==> src/rtl/wave_settings.svh <==
`ifndef WAVE_SETTINGS_SVH
`define WAVE_SETTINGS_SVH

// voices sharing the one rom
`define WAVE_VOICES 8

// position inside a quarter period
`define WAVE_POS_W 20

// rom address, top bits of the position
`define WAVE_ADDR_W 6
`define WAVE_ROM_DEPTH (1 << `WAVE_ADDR_W)

`define WAVE_SAMPLE_W 16

// extra cycles per voice for the rom output to settle
`define WAVE_ROM_CYCLES 3

`endif

==> src/rtl/sine_quarter.hex <==
// one 16-bit hex magnitude per rom address, quarter sine from 0 upward
0000
0324
0648
096A
0C8C
0FAB
12C8
15E2
18F9
1C0B
1F1A
2223
2528
2826
2B1F
2E11
30FB
33DF
36BA
398C
3C56
3F17
41CE
447A
471C
49B4
4C3F
4EBF
5133
539B
55F5
5842
5A82
5CB3
5ED7
60EB
62F1
64E8
66CF
68A6
6A6D
6C23
6DC9
6F5E
70E2
7254
73B5
7504
7641
776B
7883
7989
7A7C
7B5C
7C29
7CE3
7D89
7E1C
7E9C
7F08
7F61
7FA6
7FD8
7FF5

==> src/rtl/wave_pkg.sv <==
`include "wave_settings.svh"

package wave_pkg;

    ////////////////////////////////////////////////////////////
    // scalar types
    ////////////////////////////////////////////////////////////

    typedef logic [`WAVE_POS_W-1:0] wave_pos_t;
    typedef logic [`WAVE_POS_W-1:0] wave_step_t;
    typedef logic [1:0] wave_quadrant_t;
    typedef logic [`WAVE_ADDR_W-1:0] rom_addr_t;
    typedef logic signed [`WAVE_SAMPLE_W-1:0] sample_t;
    typedef logic [$clog2(`WAVE_VOICES)-1:0] voice_idx_t;

    // quadrant on top, position below
    typedef struct packed {
        wave_quadrant_t quadrant;
        wave_pos_t      pos;
    } wave_phase_t;

    ////////////////////////////////////////////////////////////
    // per-voice vectors, voice 0 in the low bits
    ////////////////////////////////////////////////////////////

    typedef wave_step_t [`WAVE_VOICES-1:0] step_vec_t;
    typedef wave_phase_t [`WAVE_VOICES-1:0] phase_vec_t;
    typedef sample_t [`WAVE_VOICES-1:0] sample_vec_t;

    typedef enum logic [1:0] {
        seq_idle,
        seq_fetch,
        seq_done
    } seq_state_t;

endpackage

==> src/rtl/phase_accumulator.sv <==
`timescale 1ns/10ps

`include "wave_settings.svh"

module phase_accumulator import wave_pkg::*; (
    input  logic       clk,
    input  logic       rst,
    input  logic       zero,
    input  logic       advance,
    input  step_vec_t  steps,
    output phase_vec_t phases
);

    localparam wave_pos_t POS_MAX = '1;
    // one rom address step expressed in position units
    localparam wave_pos_t POS_ONE = wave_pos_t'(1) << (`WAVE_POS_W - `WAVE_ADDR_W);

    ////////////////////////////////////////////////////////////
    // fold rule
    ////////////////////////////////////////////////////////////

    function automatic wave_phase_t fold_step(
        input wave_phase_t cur,
        input wave_step_t  step
    );
        wave_phase_t nxt;
        logic        climbing;

        nxt = cur;
        // quadrants 0 and 2 climb, 1 and 3 fall
        climbing = ~cur.quadrant[0];

        if (climbing) begin
            if (step >= POS_MAX - cur.pos) begin
                // mirror off the top
                nxt.pos = POS_MAX - (cur.pos + step + POS_ONE);
                nxt.quadrant = cur.quadrant + 2'd1;
            end else begin
                nxt.pos = cur.pos + step;
            end
        end else begin
            if (step >= cur.pos) begin
                // mirror off zero
                nxt.pos = step + POS_ONE - cur.pos;
                nxt.quadrant = cur.quadrant + 2'd1;
            end else begin
                nxt.pos = cur.pos - step;
            end
        end

        return nxt;
    endfunction

    phase_vec_t next_phases;

    always_comb begin
        for (int v = 0; v < `WAVE_VOICES; v++) begin
            next_phases[v] = fold_step(phases[v], steps[v]);
        end
    end

    ////////////////////////////////////////////////////////////
    // phase registers
    ////////////////////////////////////////////////////////////

    always_ff @(posedge clk) begin
        if (rst || zero) begin
            phases <= '0;
        end else if (advance) begin
            phases <= next_phases;
        end
    end

endmodule

==> src/rtl/sine_rom.sv <==
`timescale 1ns/10ps

`include "wave_settings.svh"

module sine_rom import wave_pkg::*; (
    input  logic      clk,
    input  rom_addr_t addr,
    output sample_t   magnitude
);

    // quarter-wave magnitudes, rising from zero
    sample_t rom_mem [0:`WAVE_ROM_DEPTH-1];

    initial begin
        $readmemh("/design/src/rtl/sine_quarter.hex", rom_mem);
    end

    // registered read, one cycle latency
    always_ff @(posedge clk) begin
        magnitude <= rom_mem[addr];
    end

endmodule

==> src/rtl/sample_bank.sv <==
`timescale 1ns/10ps

`include "wave_settings.svh"

module sample_bank import wave_pkg::*; (
    input  logic           clk,
    input  logic           rst,
    input  logic           zero,
    input  logic           load,
    input  voice_idx_t     voice,
    input  wave_quadrant_t quadrant,
    input  sample_t        magnitude,
    output sample_vec_t    samples
);

    sample_t signed_sample;

    // second half of the period is negative
    always_comb begin
        if (quadrant[1]) begin
            signed_sample = -magnitude;
        end else begin
            signed_sample = magnitude;
        end
    end

    ////////////////////////////////////////////////////////////
    // sample registers
    ////////////////////////////////////////////////////////////

    always_ff @(posedge clk) begin
        if (rst || zero) begin
            samples <= '0;
        end else if (load) begin
            samples[voice] <= signed_sample;
        end
    end

endmodule

==> src/rtl/voice_sequencer.sv <==
`timescale 1ns/10ps

`include "wave_settings.svh"

module voice_sequencer import wave_pkg::*; (
    input  logic       clk,
    input  logic       rst,
    input  logic       zero,
    input  logic       req,
    output logic       ack,
    output logic       advance,
    output voice_idx_t voice,
    output logic       load
);

    localparam int WAIT_W = $clog2(`WAVE_ROM_CYCLES + 1);
    localparam voice_idx_t LAST_VOICE = voice_idx_t'(`WAVE_VOICES - 1);

    seq_state_t        state;
    logic [WAIT_W-1:0] wait_cnt;
    logic              voice_end;

    // last cycle of this voice's rom wait
    assign voice_end = (wait_cnt == WAIT_W'(`WAVE_ROM_CYCLES));
    assign load = (state == seq_fetch) && voice_end;

    ////////////////////////////////////////////////////////////
    // handshake and voice stepping
    ////////////////////////////////////////////////////////////

    always_ff @(posedge clk) begin
        if (rst || zero) begin
            state <= seq_idle;
            ack <= 1'b0;
            advance <= 1'b0;
            voice <= '0;
            wait_cnt <= '0;
        end else begin
            advance <= 1'b0;
            case (state)
                seq_idle: begin
                    if (req) begin
                        state <= seq_fetch;
                        advance <= 1'b1;
                        voice <= '0;
                        wait_cnt <= '0;
                    end
                end
                seq_fetch: begin
                    if (voice_end) begin
                        wait_cnt <= '0;
                        if (voice == LAST_VOICE) begin
                            state <= seq_done;
                        end else begin
                            voice <= voice_idx_t'(voice + 1'b1);
                        end
                    end else begin
                        wait_cnt <= wait_cnt + 1'b1;
                    end
                end
                seq_done: begin
                    // hold ack until the request is withdrawn
                    if (req) begin
                        ack <= 1'b1;
                    end else begin
                        ack <= 1'b0;
                        state <= seq_idle;
                    end
                end
                default: begin
                    state <= seq_idle;
                end
            endcase
        end
    end

endmodule

==> src/rtl/wave_reader.sv <==
`timescale 1ns/10ps

`include "wave_settings.svh"

module wave_reader import wave_pkg::*; (
    input  logic        clk,
    input  logic        rst,
    input  logic        zero,
    input  logic        req,
    input  step_vec_t   steps,
    output logic        ack,
    output sample_vec_t samples
);

    logic        advance;
    logic        load;
    voice_idx_t  voice;
    phase_vec_t  phases;
    wave_phase_t cur_phase;
    rom_addr_t   rom_addr;
    sample_t     magnitude;

    // phase of the voice being fetched
    assign cur_phase = phases[voice];
    assign rom_addr = cur_phase.pos[`WAVE_POS_W-1 -: `WAVE_ADDR_W];

    voice_sequencer voice_sequencer_i (
        .clk     (clk),
        .rst     (rst),
        .zero    (zero),
        .req     (req),
        .ack     (ack),
        .advance (advance),
        .voice   (voice),
        .load    (load)
    );

    phase_accumulator phase_accumulator_i (
        .clk     (clk),
        .rst     (rst),
        .zero    (zero),
        .advance (advance),
        .steps   (steps),
        .phases  (phases)
    );

    sine_rom sine_rom_i (
        .clk       (clk),
        .addr      (rom_addr),
        .magnitude (magnitude)
    );

    sample_bank sample_bank_i (
        .clk       (clk),
        .rst       (rst),
        .zero      (zero),
        .load      (load),
        .voice     (voice),
        .quadrant  (cur_phase.quadrant),
        .magnitude (magnitude),
        .samples   (samples)
    );

endmodule

==> config.mk <==
export PLATFORM = sky130hd
export DESIGN_NAME = wave_reader
export DESIGN_NICKNAME = d
export VERILOG_FILES = /design/src/rtl/wave_pkg.sv /design/src/rtl/phase_accumulator.sv /design/src/rtl/sine_rom.sv /design/src/rtl/sample_bank.sv /design/src/rtl/voice_sequencer.sv /design/src/rtl/wave_reader.sv
export VERILOG_INCLUDE_DIRS = /design/src /design/src/rtl
export SDC_FILE = /design/constraint.sdc
export NUM_CORES = 1
export LEC_CHECK = 0
export ABC_AREA = 1
export ABC_CLOCK_PERIOD_IN_PS = 1300
export BUFFER_PORTS_ARGS = -buffer_cell sky130_fd_sc_hd__buf_2
export CAP_MARGIN = 10
export CORE_ASPECT_RATIO = 1.75
export CORE_MARGIN = 3
export CORE_UTILIZATION = 35
export CTS_CLUSTER_DIAMETER = 150
export DETAILED_ROUTE_END_ITERATION = 10
export GPL_TIMING_DRIVEN = 1
export PLACE_DENSITY = 0.71
export RECOVER_POWER = 100
export SETUP_SLACK_MARGIN = 0.05
export SYNTH_ARGS = -nofsm -noshare
export SYNTH_HDL_FRONTEND = slang
export SYNTH_SLANG_ARGS = --single-unit
==> constraint.sdc <==
create_clock -name clk -period 1.3 [get_ports clk]
set_input_delay 0.26 -clock clk [delete_from_list [all_inputs] [get_ports clk]]
set_output_delay 0.26 -clock clk [all_outputs]
set_load 0.005 [all_outputs]
==> summary.txt, run 1 <==
Route
  – Number of vias per cell: just over 4
  – Via count: 3578
  – DR WL/cell: around 11 um
  – Iteration-0 DRC Markers: 141
  – Detailed Routing Iterations Pass 1: 4
  – WL final: 9590 um
  – Post-DRT Antenna Nets: 0
  – DRC Markers: 0

Worst setup path
  – Crit Path Max Fanout: 8
  – CP max stage cell: dfxtp_2
  – Worst R2R Start: voice_sequencer_i.state[0]
  – Critical path class: register to register
  – CP delay by family, top: simple AND/OR/NAND/NOR gates
  – WP data required: 1.58 ns
  – Crit-path max cell delay: 0.33 ns
  – CP Launch Type: register
  – Reg2reg setup slack: 0.09 ns
  – CP Cell Sequence: inv_2 > nor2_8 > nand3_4 > buf_6 > nor2_4 > nor2_1
  – Reg2Reg Depth: 6
  – Crit path buffers/inverters: 2
  – CP arrival: 1.49 ns
  – Worst path depth: 6
  – Crit end category: register
  – R2R Path End: sample_bank_i.samples[42]

Floorplan
  – Row count: 54
  – Die Height: 156 um
  – CORE AREA: 12500 um^2
  – Die width: around 90 um
  – I/O Pins: ~300
  – Initial core utilization: 0.359
  – Die area: 14300 um^2

Yosys
  – Area of the mapped netlist: around 4500 um^2
  – Yosys cell types: 20
  – Cells after Synth: 542
  – Yosys reg bits: 136
  – Ys Warns: 0
  – Syn_area_per_cell: just over 8 um^2
  – Synthesized Nets: roughly 700
  – Register area share after synthesis: 0.607

CTS
  – CTS sink cnt: 136
  – CTS tree: yes
  – CTS clock-pin slew for the worst setup and hold paths: 0.06 ns
  – Latest clock arrival within the worst-skew pair: 0.39 ns
  – H-tree Lvls: 4
  – Root Buffer: clkbuf_16
  – CTS Buf Count: 17
  – Hold buffers post-CTS: 0
  – CTS max path bufs: 2

Status
  – Status: finished clean

Global routing
  – Vias in the first global route: about 3300
  – Antenna violations before repair: 0
  – Grt ovf: 0
  – Largest net degree at the start of global routing: 72
  – First-pass GRT wire length: 16100 um
  – Total track usage: 0.140

Timing
  – Post-Route Skew: 0.00968 ns
  – Crit path time final: 1.21 ns
  – Setup TNS: 0 ns
  – Relative slew slack: 0.583
  – Max Slew Vio Count: 0
  – Slew @ Worst Pin: between 0.6 and 0.7 ns
  – RSZ-0062 raised after global routing: true
  – Final setup vio count: 0
  – Fraction of the cycle the final worst path needs: 0.929
  – Fmax: between 800 and 900 MHz
  – Final hold violation count: 0

Pwr
  – Lkg Pwr: 2.71 nW
  – Peak VDD IR: 0.920 mV
  – P per Cell Area: 1540 nW/um^2
  – Total design power: approximately 9 mW

Place
  – Dpl cells: 834
  – Post-DP Area: ~5400 um^2
  – DP HPWL: 6460 um
  – Routability cong.: about 0.72
  – PortBufs: 132

Worst hold path
  – Hold Path Class: input port to register
  – Hold path cells: 3
  – Worst hold path endpoint: voice_sequencer_i.state[0]
  – Hold path start: req

Finish
  – Finished Cell Area: 5990 um^2
  – Ant. Diodes: 0
  – Area grow syn2layout: 33.7%
  – # nets final: 860
  – Share of layout cells above drive strength 1: 0.187
  – Final non-filler cell total: approximately 870
  – Fill count: 1276

Run
  – Total of max-cap violations: 0
[cells in the mapped netlist, drive strengths merged]
cell    instances  area share
clkinv          1      0.0011
or2             1      0.0014
inv            73       0.061
ha              3      0.0084
dfxtp         136        0.61
nand3          11       0.018
a21oi           8      0.0089
buf            10       0.019
clkbuf         11      0.0092
nand2         145        0.12
nor2          141        0.14
o21ai           2      0.0022
[kinds of logic (layout without fill, tap and decap cells)]
kind of cell,after synthesis,count (layout),synth area share
DFF,136,136,0.607
adders and majority gates,3,3,0.00837
and+or+nand+nor,298,301,0.283
AOI/OAI and AO/OA,10,10,0.0112
buffers and inverters,95,256,0.0907
[cell type report]
type,instances,area (um^2),share of cell area
clock buffer,17,425,0.0710
clock inverter,15,188,0.0313
inverter,74,279,0.0465
multi-input combinational,314,1430,0.238
sequential,136,2730,0.456
tap,168,210,0.0351
timing repair buffer,150,734,0.123
[tightest hold or removal path, stage by stage]
cell and delay (ns):
buf_2 0.11, nand3_1 0.07, a21oi_1 0.06
[flip-flops by register name, indices dropped and copies added, names as in the netlist]
signal	cells
voice_sequencer_i.state	2
voice_sequencer_i.ack	1
voice_sequencer_i.wait_cnt	2
voice_sequencer_i.voice	3
sample_bank_i.samples	128
[power breakdown]
part / total, mW / switching (mW) / internal, mW
clock: 4.88 / 1.82 / 3.06
sequential: 4.18 / 0.00713 / 4.17
combinational: 0.170 / 0.114 / 0.0565
total: 9.23 / 1.94 / 7.29
[stage by stage]
stage                     setup WS [ns]  utilization  hold WS, ns
after floorplan                  0.0528            -        0.427
after global placement          -0.0377        0.431        0.428
after detailed placement        -0.0563        0.431        0.430
after CTS                        0.0260        0.486        0.149
after global routing             0.0142        0.480        0.161
final                            0.0924        0.480        0.153
[how the worst max path moves through the flow]
stage / startpoint / to / slack, ns
after floorplan: voice_sequencer_i.voice[2] / sample_bank_i.samples[85] / 0.05
after global placement: voice_sequencer_i.voice[1] / voice_sequencer_i.voice[0] / -0.04
after detailed placement: voice_sequencer_i.voice[1] / voice_sequencer_i.voice[1] / -0.06
after CTS: voice_sequencer_i.voice[2] / sample_bank_i.samples[92] / 0.03
after global routing: voice_sequencer_i.state[0] / sample_bank_i.samples[73] / 0.01
final: voice_sequencer_i.state[0] / sample_bank_i.samples[42] / 0.09
[cells in the final DEF, fill, tap and decap left out, drive strengths merged]
cell      Yosys  routed
clkinvlp      0       3
clkbuf       11     100
nand2       145     145
buf          10      67
inv          73      79
a21oi         8       8
clkinv        1       4
ha            3       3
nand3        11      11
o21ai         2       2
bufinv        0       3
or2           1       1
nor2        141     144
dfxtp       136     136
[repair_timing]
action,in CTS,in global routing
setup buffers,1,4
hold endpoints to repair,0,0
pin swaps,7,8
endpoints found under the setup margin,28,46
resized for setup,8,11
gates cloned,3,0
[metal layers]
metal  share of wire  global-route usage  vias to the layer above  routed length (um)
li1                -                   -                     1895                   -
met1            0.41               0.157                     1584                3930
met2            0.52               0.247                       92                5010
met3           0.054              0.0468                        7                 519
met4           0.014              0.0504                        0                 130
met5               0                   0                        -                   0
Power figures use the tool's default switching activity.
==> run 2, diff against run 1 <==
SETUP_SLACK_MARGIN = 0.3   (was 0.05)
==> summary.txt, run 2 (synthesized netlist as in run 1, its figures left out) <==
Route
  – Iteration-0 DRC Markers: 99 (was 141)
  – DRC Markers: 0 (unchanged)
  – Post-DRT Antenna Nets: 0 (unchanged)
  – WL final: 11200 um (was 9590 um)
  – DR WL/cell: 12.6 um (was 11.0 um)
  – Detailed Routing Iterations Pass 1: 6 (was 4)
  – Via count: 3752 (was 3578)
  – Number of vias per cell: 4.23 (was 4.09)

Timing
  – Final hold violation count: 0 (unchanged)
  – Setup TNS: 0 ns (unchanged)
  – Max Slew Vio Count: 0 (unchanged)
  – Fmax: 837 MHz (was 828 MHz)
  – Final setup vio count: 0 (unchanged)
  – Slew @ Worst Pin: 0.643 ns (was 0.625 ns)
  – Fraction of the cycle the final worst path needs: 0.919 (was 0.929)
  – WHS: 0.146 ns (was 0.153 ns)
  – Relative slew slack: 0.571 (was 0.583)
  – Crit path time final: 1.19 ns (was 1.21 ns)
  – RSZ-0062 raised after global routing: true (unchanged)
  – Post-Route Skew: 0.00842 ns (was 0.00968 ns)

Worst setup path
  – CP arrival: 1.48 ns (was 1.49 ns)
  – Critical path class: register to register (unchanged)
  – WP data required: 1.58 ns (about the same)
  – Crit end category: register (unchanged)
  – Crit Path Max Fanout: 6 (was 8)
  – CP Launch Type: register (unchanged)

Finish
  – Top flop regs: sample_bank_i.samples: 128 flops, voice_sequencer_i.voice: 3 flops (unchanged)
  – Most frequent cells in the layout: dfxtp_1 (129), nand2_1 (128), nor2_1 (121), buf_6 (79), buf_2 (56) (was nand2_1 (141), nor2_1 (130), dfxtp_1 (130), clkbuf_1 (83), inv_1 (69))
  – Share of layout cells above drive strength 1: 0.376 (was 0.187)
  – Reg with most FFs: sample_bank_i.samples (unchanged)
  – Ant. Diodes: 0 (unchanged)
  – Area grow syn2layout: 51.7% (was 33.7%)
  – # nets final: 874 (was 860)
  – Commonest non-fill, non-tap cell in the layout: dfxtp_1 (was nand2_1)
  – Max FFs per register: 128 (unchanged)
  – Finished Cell Area: 6800 um^2 (was 5990 um^2)

Place
  – DP HPWL: 6440 um (was 6460 um)
  – PortBufs: 132 (unchanged)
  – Routability cong.: 0.775 (was 0.720)
  – Post-DP Area: 5420 um^2 (was 5390 um^2)

CTS
  – Root Buffer: clkbuf_16 (unchanged)
  – Hold buffers post-CTS: 0 (unchanged)
  – CTS clock-pin slew for the worst setup and hold paths: 0.06 ns (about the same)
  – Latest clock arrival within the worst-skew pair: 0.40 ns (was 0.39 ns)
  – H-tree Lvls: 4 (unchanged)
  – CTS sink cnt: 136 (unchanged)
  – CTS max path bufs: 2 (unchanged)
  – CTS Buf Count: 17 (unchanged)
  – CTS tree: yes (unchanged)

Floorplan
  – Die Height: 156 um (unchanged)
  – I/O Pins: 293 (unchanged)
  – Die area: 14300 um^2 (unchanged)
  – Initial core utilization: 0.359 (unchanged)
  – Die width: 91.6 um (unchanged)
  – CORE AREA: 12500 um^2 (unchanged)
  – Row count: 54 (unchanged)

Pwr
  – P per Cell Area: 1290 nW/um^2 (was 1540 nW/um^2)
  – Peak VDD IR: 0.857 mV (was 0.920 mV)
  – Lkg Pwr: 3.20 nW (was 2.71 nW)
  – Total design power: 8.80 mW (was 9.23 mW)

Status
  – Status: finished clean (unchanged)

Global routing
  – Total track usage: 0.152 (was 0.140)
  – Largest net degree at the start of global routing: 78 (was 72)
  – First-pass GRT wire length: 17400 um (was 16100 um)
  – Grt ovf: 0 (unchanged)
  – Vias in the first global route: 3622 (was 3311)
  – Antenna violations before repair: 0 (unchanged)

Run
  – Total of max-cap violations: 0 (unchanged)

Worst hold path
  – Hold Path Class: input port to register (unchanged)
run 2: cell types whose count changed in the layout (fill, tap and decap cells not counted), sizes merged:
cell / before / now
clkinvlp: 3 / 1
nand2: 145 / 147
clkinv: 4 / 7
bufinv: 3 / 1
inv: 79 / 75
buf: 67 / 161
clkbuf: 100 / 22
run 2: final cells by class:
cell class | count | area [um^2]
repair buffers | 162 | 1430
fillers | 1174 | 5700
clock buffers | 21 | 460
flip-flops and latches | 136 | 2740
inverters | 74 | 298
multi-input cells | 316 | 1560
clock inverters | 10 | 96.3
well taps | 168 | 210
run 2: worst paths after layout:
path                         startpoint                         end  slack (ns)  cells after the start
max reg2reg  voice_sequencer_i.voice[0]  voice_sequencer_i.voice[1]        0.11                      8
max          voice_sequencer_i.voice[0]  voice_sequencer_i.voice[1]        0.11                      8
min reg2reg  sample_bank_i.samples[108]  sample_bank_i.samples[108]        0.44                      2
min                                 req  voice_sequencer_i.state[0]        0.15                      3
run 2: critical path: stages, from the launching register on:
cell and delay, ns:
dfxtp_4 0.36, ha_4 0.16, ha_4 0.15, inv_2 0.05, nand2_2 0.06, nand2_4 0.10, nand3_1 0.09, nand2_2 0.07
nor2_1 0.04
run 2: metal layers:
layer,GRT usage,wire length [um],up-vias
met5,0,0,-
met4,0.0676,243,0
met3,0.0458,547,17
met2,0.279,6180,108
met1,0.158,4250,1713
li1,-,-,1914
run 2: where the power goes:
part	internal, mW	switching [mW]
Clock	2.73	1.70
Sequential	4.17	0.0108
Combinational	0.0621	0.125
run 2: what timing repair did:
action                                  CTS  global route
endpoints found under the setup margin  264           265
hold endpoints to repair                  0             0
setup buffers                            10            13
gates cloned                              4             1
pin swaps                                18            21
resized for setup                       227            78
run 2: metrics by stage:
stage          instances  setup WS, ns   util
2_1_floorplan        542         0.110      -
3_3_place_gp         828        0.0515  0.433
3_5_place_dp         828        0.0383  0.433
4_1_cts              873         0.114  0.538
5_1_grt              887        0.0306  0.544
6_report             887         0.105  0.544
==> run 3, diff against run 2 <==
CORE_ASPECT_RATIO = default   (was 1.75)
==> summary.txt, run 3 (synthesized netlist as in run 1, its figures left out) <==
Floorplan
  – Row count: 40 (was 54)
  – CORE AREA: 12300 um^2 (was 12500 um^2)
  – Die width: 119 um (was 91.6 um)
  – Die area: 14200 um^2 (was 14300 um^2)
  – Initial core utilization: 0.366 (was 0.359)
  – I/O Pins: 293 (unchanged)
  – Die Height: 119 um (was 156 um)

CTS
  – H-tree Lvls: 4 (unchanged)
  – Root Buffer: clkbuf_16 (unchanged)
  – CTS max path bufs: 2 (unchanged)
  – CTS tree: yes (unchanged)
  – CTS Buf Count: 17 (unchanged)
  – CTS clock-pin slew for the worst setup and hold paths: 0.06 ns (about the same)
  – CTS sink cnt: 136 (unchanged)
  – Latest clock arrival within the worst-skew pair: 0.41 ns (was 0.40 ns)

Worst setup path
  – Crit end category: register (unchanged)
  – CP arrival: 1.50 ns (was 1.48 ns)
  – Crit path buffers/inverters: 1 (unchanged)
  – CP Cell Sequence: ha_4 > nand3_4 > buf_6 > nor2_4 > nor2_1 (was ha_4 > ha_4 > inv_2 > nand2_2 > nand2_4 > nand3_1 > nand2_2 > nor2_1)
  – Crit-path max cell delay: 0.35 ns (was 0.36 ns)
  – CP Launch Type: register (unchanged)
  – WP data required: 1.59 ns (was 1.58 ns)
  – Crit Path Max Fanout: 8 (was 6)
  – Critical path class: register to register (unchanged)
  – CP delay by family, top: simple AND/OR/NAND/NOR gates (was flip-flops)
  – CP max stage cell: dfxtp_2 (was dfxtp_4)

Worst hold path
  – Hold Path Class: input port to register (unchanged)

Finish
  – Max FFs per register: 128 (unchanged)
  – Final non-filler cell total: 891 (was 887)
  – Reg with most FFs: sample_bank_i.samples (unchanged)
  – Fill count: 1176 (was 1174)
  – Ant. Diodes: 0 (unchanged)
  – Area grow syn2layout: 52.0% (was 51.7%)
  – Top flop regs: sample_bank_i.samples: 128 flops, voice_sequencer_i.voice: 3 flops (unchanged)
  – Most frequent cells in the layout: dfxtp_1 (130), nand2_1 (129), nor2_1 (123), buf_2 (72), buf_6 (63) (was dfxtp_1 (129), nand2_1 (128), nor2_1 (121), buf_6 (79), buf_2 (56))
  – Share of layout cells above drive strength 1: 0.373 (was 0.376)
  – # nets final: 877 (was 874)
  – Commonest non-fill, non-tap cell in the layout: dfxtp_1 (unchanged)

Global routing
  – First-pass GRT wire length: 17000 um (was 17400 um)
  – Total track usage: 0.150 (was 0.152)
  – Vias in the first global route: 3458 (was 3622)
  – Antenna violations before repair: 0 (unchanged)
  – Largest net degree at the start of global routing: 58 (was 78)
  – Grt ovf: 0 (unchanged)

Timing
  – Max Slew Vio Count: 0 (unchanged)
  – RSZ-0062 raised after global routing: true (unchanged)
  – Final setup vio count: 0 (unchanged)
  – Relative slew slack: 0.573 (was 0.571)
  – Fraction of the cycle the final worst path needs: 0.929 (was 0.919)
  – Final hold violation count: 0 (unchanged)
  – Slew @ Worst Pin: 0.640 ns (was 0.643 ns)
  – Fmax: 828 MHz (was 837 MHz)
  – Crit path time final: 1.21 ns (was 1.19 ns)
  – Post-Route Skew: 0.00790 ns (was 0.00842 ns)
  – Setup TNS: 0 ns (unchanged)

Pwr
  – Peak VDD IR: 0.781 mV (was 0.857 mV)
  – P per Cell Area: 1370 nW/um^2 (was 1290 nW/um^2)
  – Lkg Pwr: 3.29 nW (was 3.20 nW)
  – Total design power: 9.34 mW (was 8.80 mW)

Route
  – DR WL/cell: 12.1 um (was 12.6 um)
  – Iteration-0 DRC Markers: 185 (was 99)
  – WL final: 10800 um (was 11200 um)
  – DRC Markers: 0 (unchanged)
  – Number of vias per cell: 4.22 (was 4.23)
  – Via count: 3756 (was 3752)
  – Post-DRT Antenna Nets: 0 (unchanged)
  – Detailed Routing Iterations Pass 1: 4 (was 6)

Place
  – Dpl cells: 830 (was 828)
  – Routability cong.: 0.765 (was 0.775)
  – DP HPWL: 6280 um (was 6440 um)
  – PortBufs: 132 (unchanged)

Run
  – Total of max-cap violations: 0 (unchanged)

Status
  – Status: finished clean (unchanged)
## run 3: cell type report
class / instances / area [um^2] / area share
Tap cell: 168 / 210 / 0.0308
Clock buffer: 21 / 480 / 0.0705
Multi-Input combinational cell: 315 / 1580 / 0.231
Clock inverter: 11 / 144 / 0.0211
Timing Repair Buffer: 166 / 1360 / 0.200
Sequential cell: 136 / 2740 / 0.402
Inverter: 74 / 305 / 0.0448
## run 3: worst paths after layout
kind	slack, ns	cells after the start	end	startpoint
min reg2reg	0.44	2	sample_bank_i.samples[43]	sample_bank_i.samples[43]
max reg2reg	0.09	5	sample_bank_i.samples[75]	voice_sequencer_i.wait_cnt[0]
min	0.16	3	voice_sequencer_i.state[0]	req
max	0.09	5	sample_bank_i.samples[75]	voice_sequencer_i.wait_cnt[0]
## run 3: worst min-delay path, stage by stage
cell	delay, ns
buf_2	0.13
nand3_1	0.08
a21oi_1	0.06
## run 3: layer usage
layer	GRT usage	up-vias	wire length [um]
met2	0.245	107	5290
met3	0.0551	11	629
met1	0.179	1706	4740
li1	-	1932	-
met4	0.0587	0	144
met5	0	-	0
## run 3: power by group
| group | internal (mW) | switching, mW |
|---|---|---|
| sequential | 4.17 | 0.0118 |
| combinational | 0.0615 | 0.125 |
| clock | 3.22 | 1.75 |
## run 3: metrics by stage
| stage | instance area (um^2) | util | hold slack, ns | setup WS (ns) |
|---|---|---|---|---|
| 2_1_floorplan | 4590 | - | 0.416 | 0.110 |
| 3_3_place_gp | 5430 | 0.443 | 0.424 | 0.0683 |
| 3_5_place_dp | 5430 | 0.443 | 0.426 | 0.0501 |
| 4_1_cts | 6730 | 0.549 | 0.117 | 0.111 |
| 5_1_grt | 6820 | 0.556 | 0.173 | 0.0243 |
| 6_report | 6820 | 0.556 | 0.157 | 0.0926 |
## run 3: repair_timing
action | in CTS | in global routing
setup buffers | 10 | 15
pin swaps | 19 | 15
gates cloned | 4 | 0
hold buffers | 0 | 0
resized for setup | 206 | 67
endpoints found under the setup margin | 264 | 264
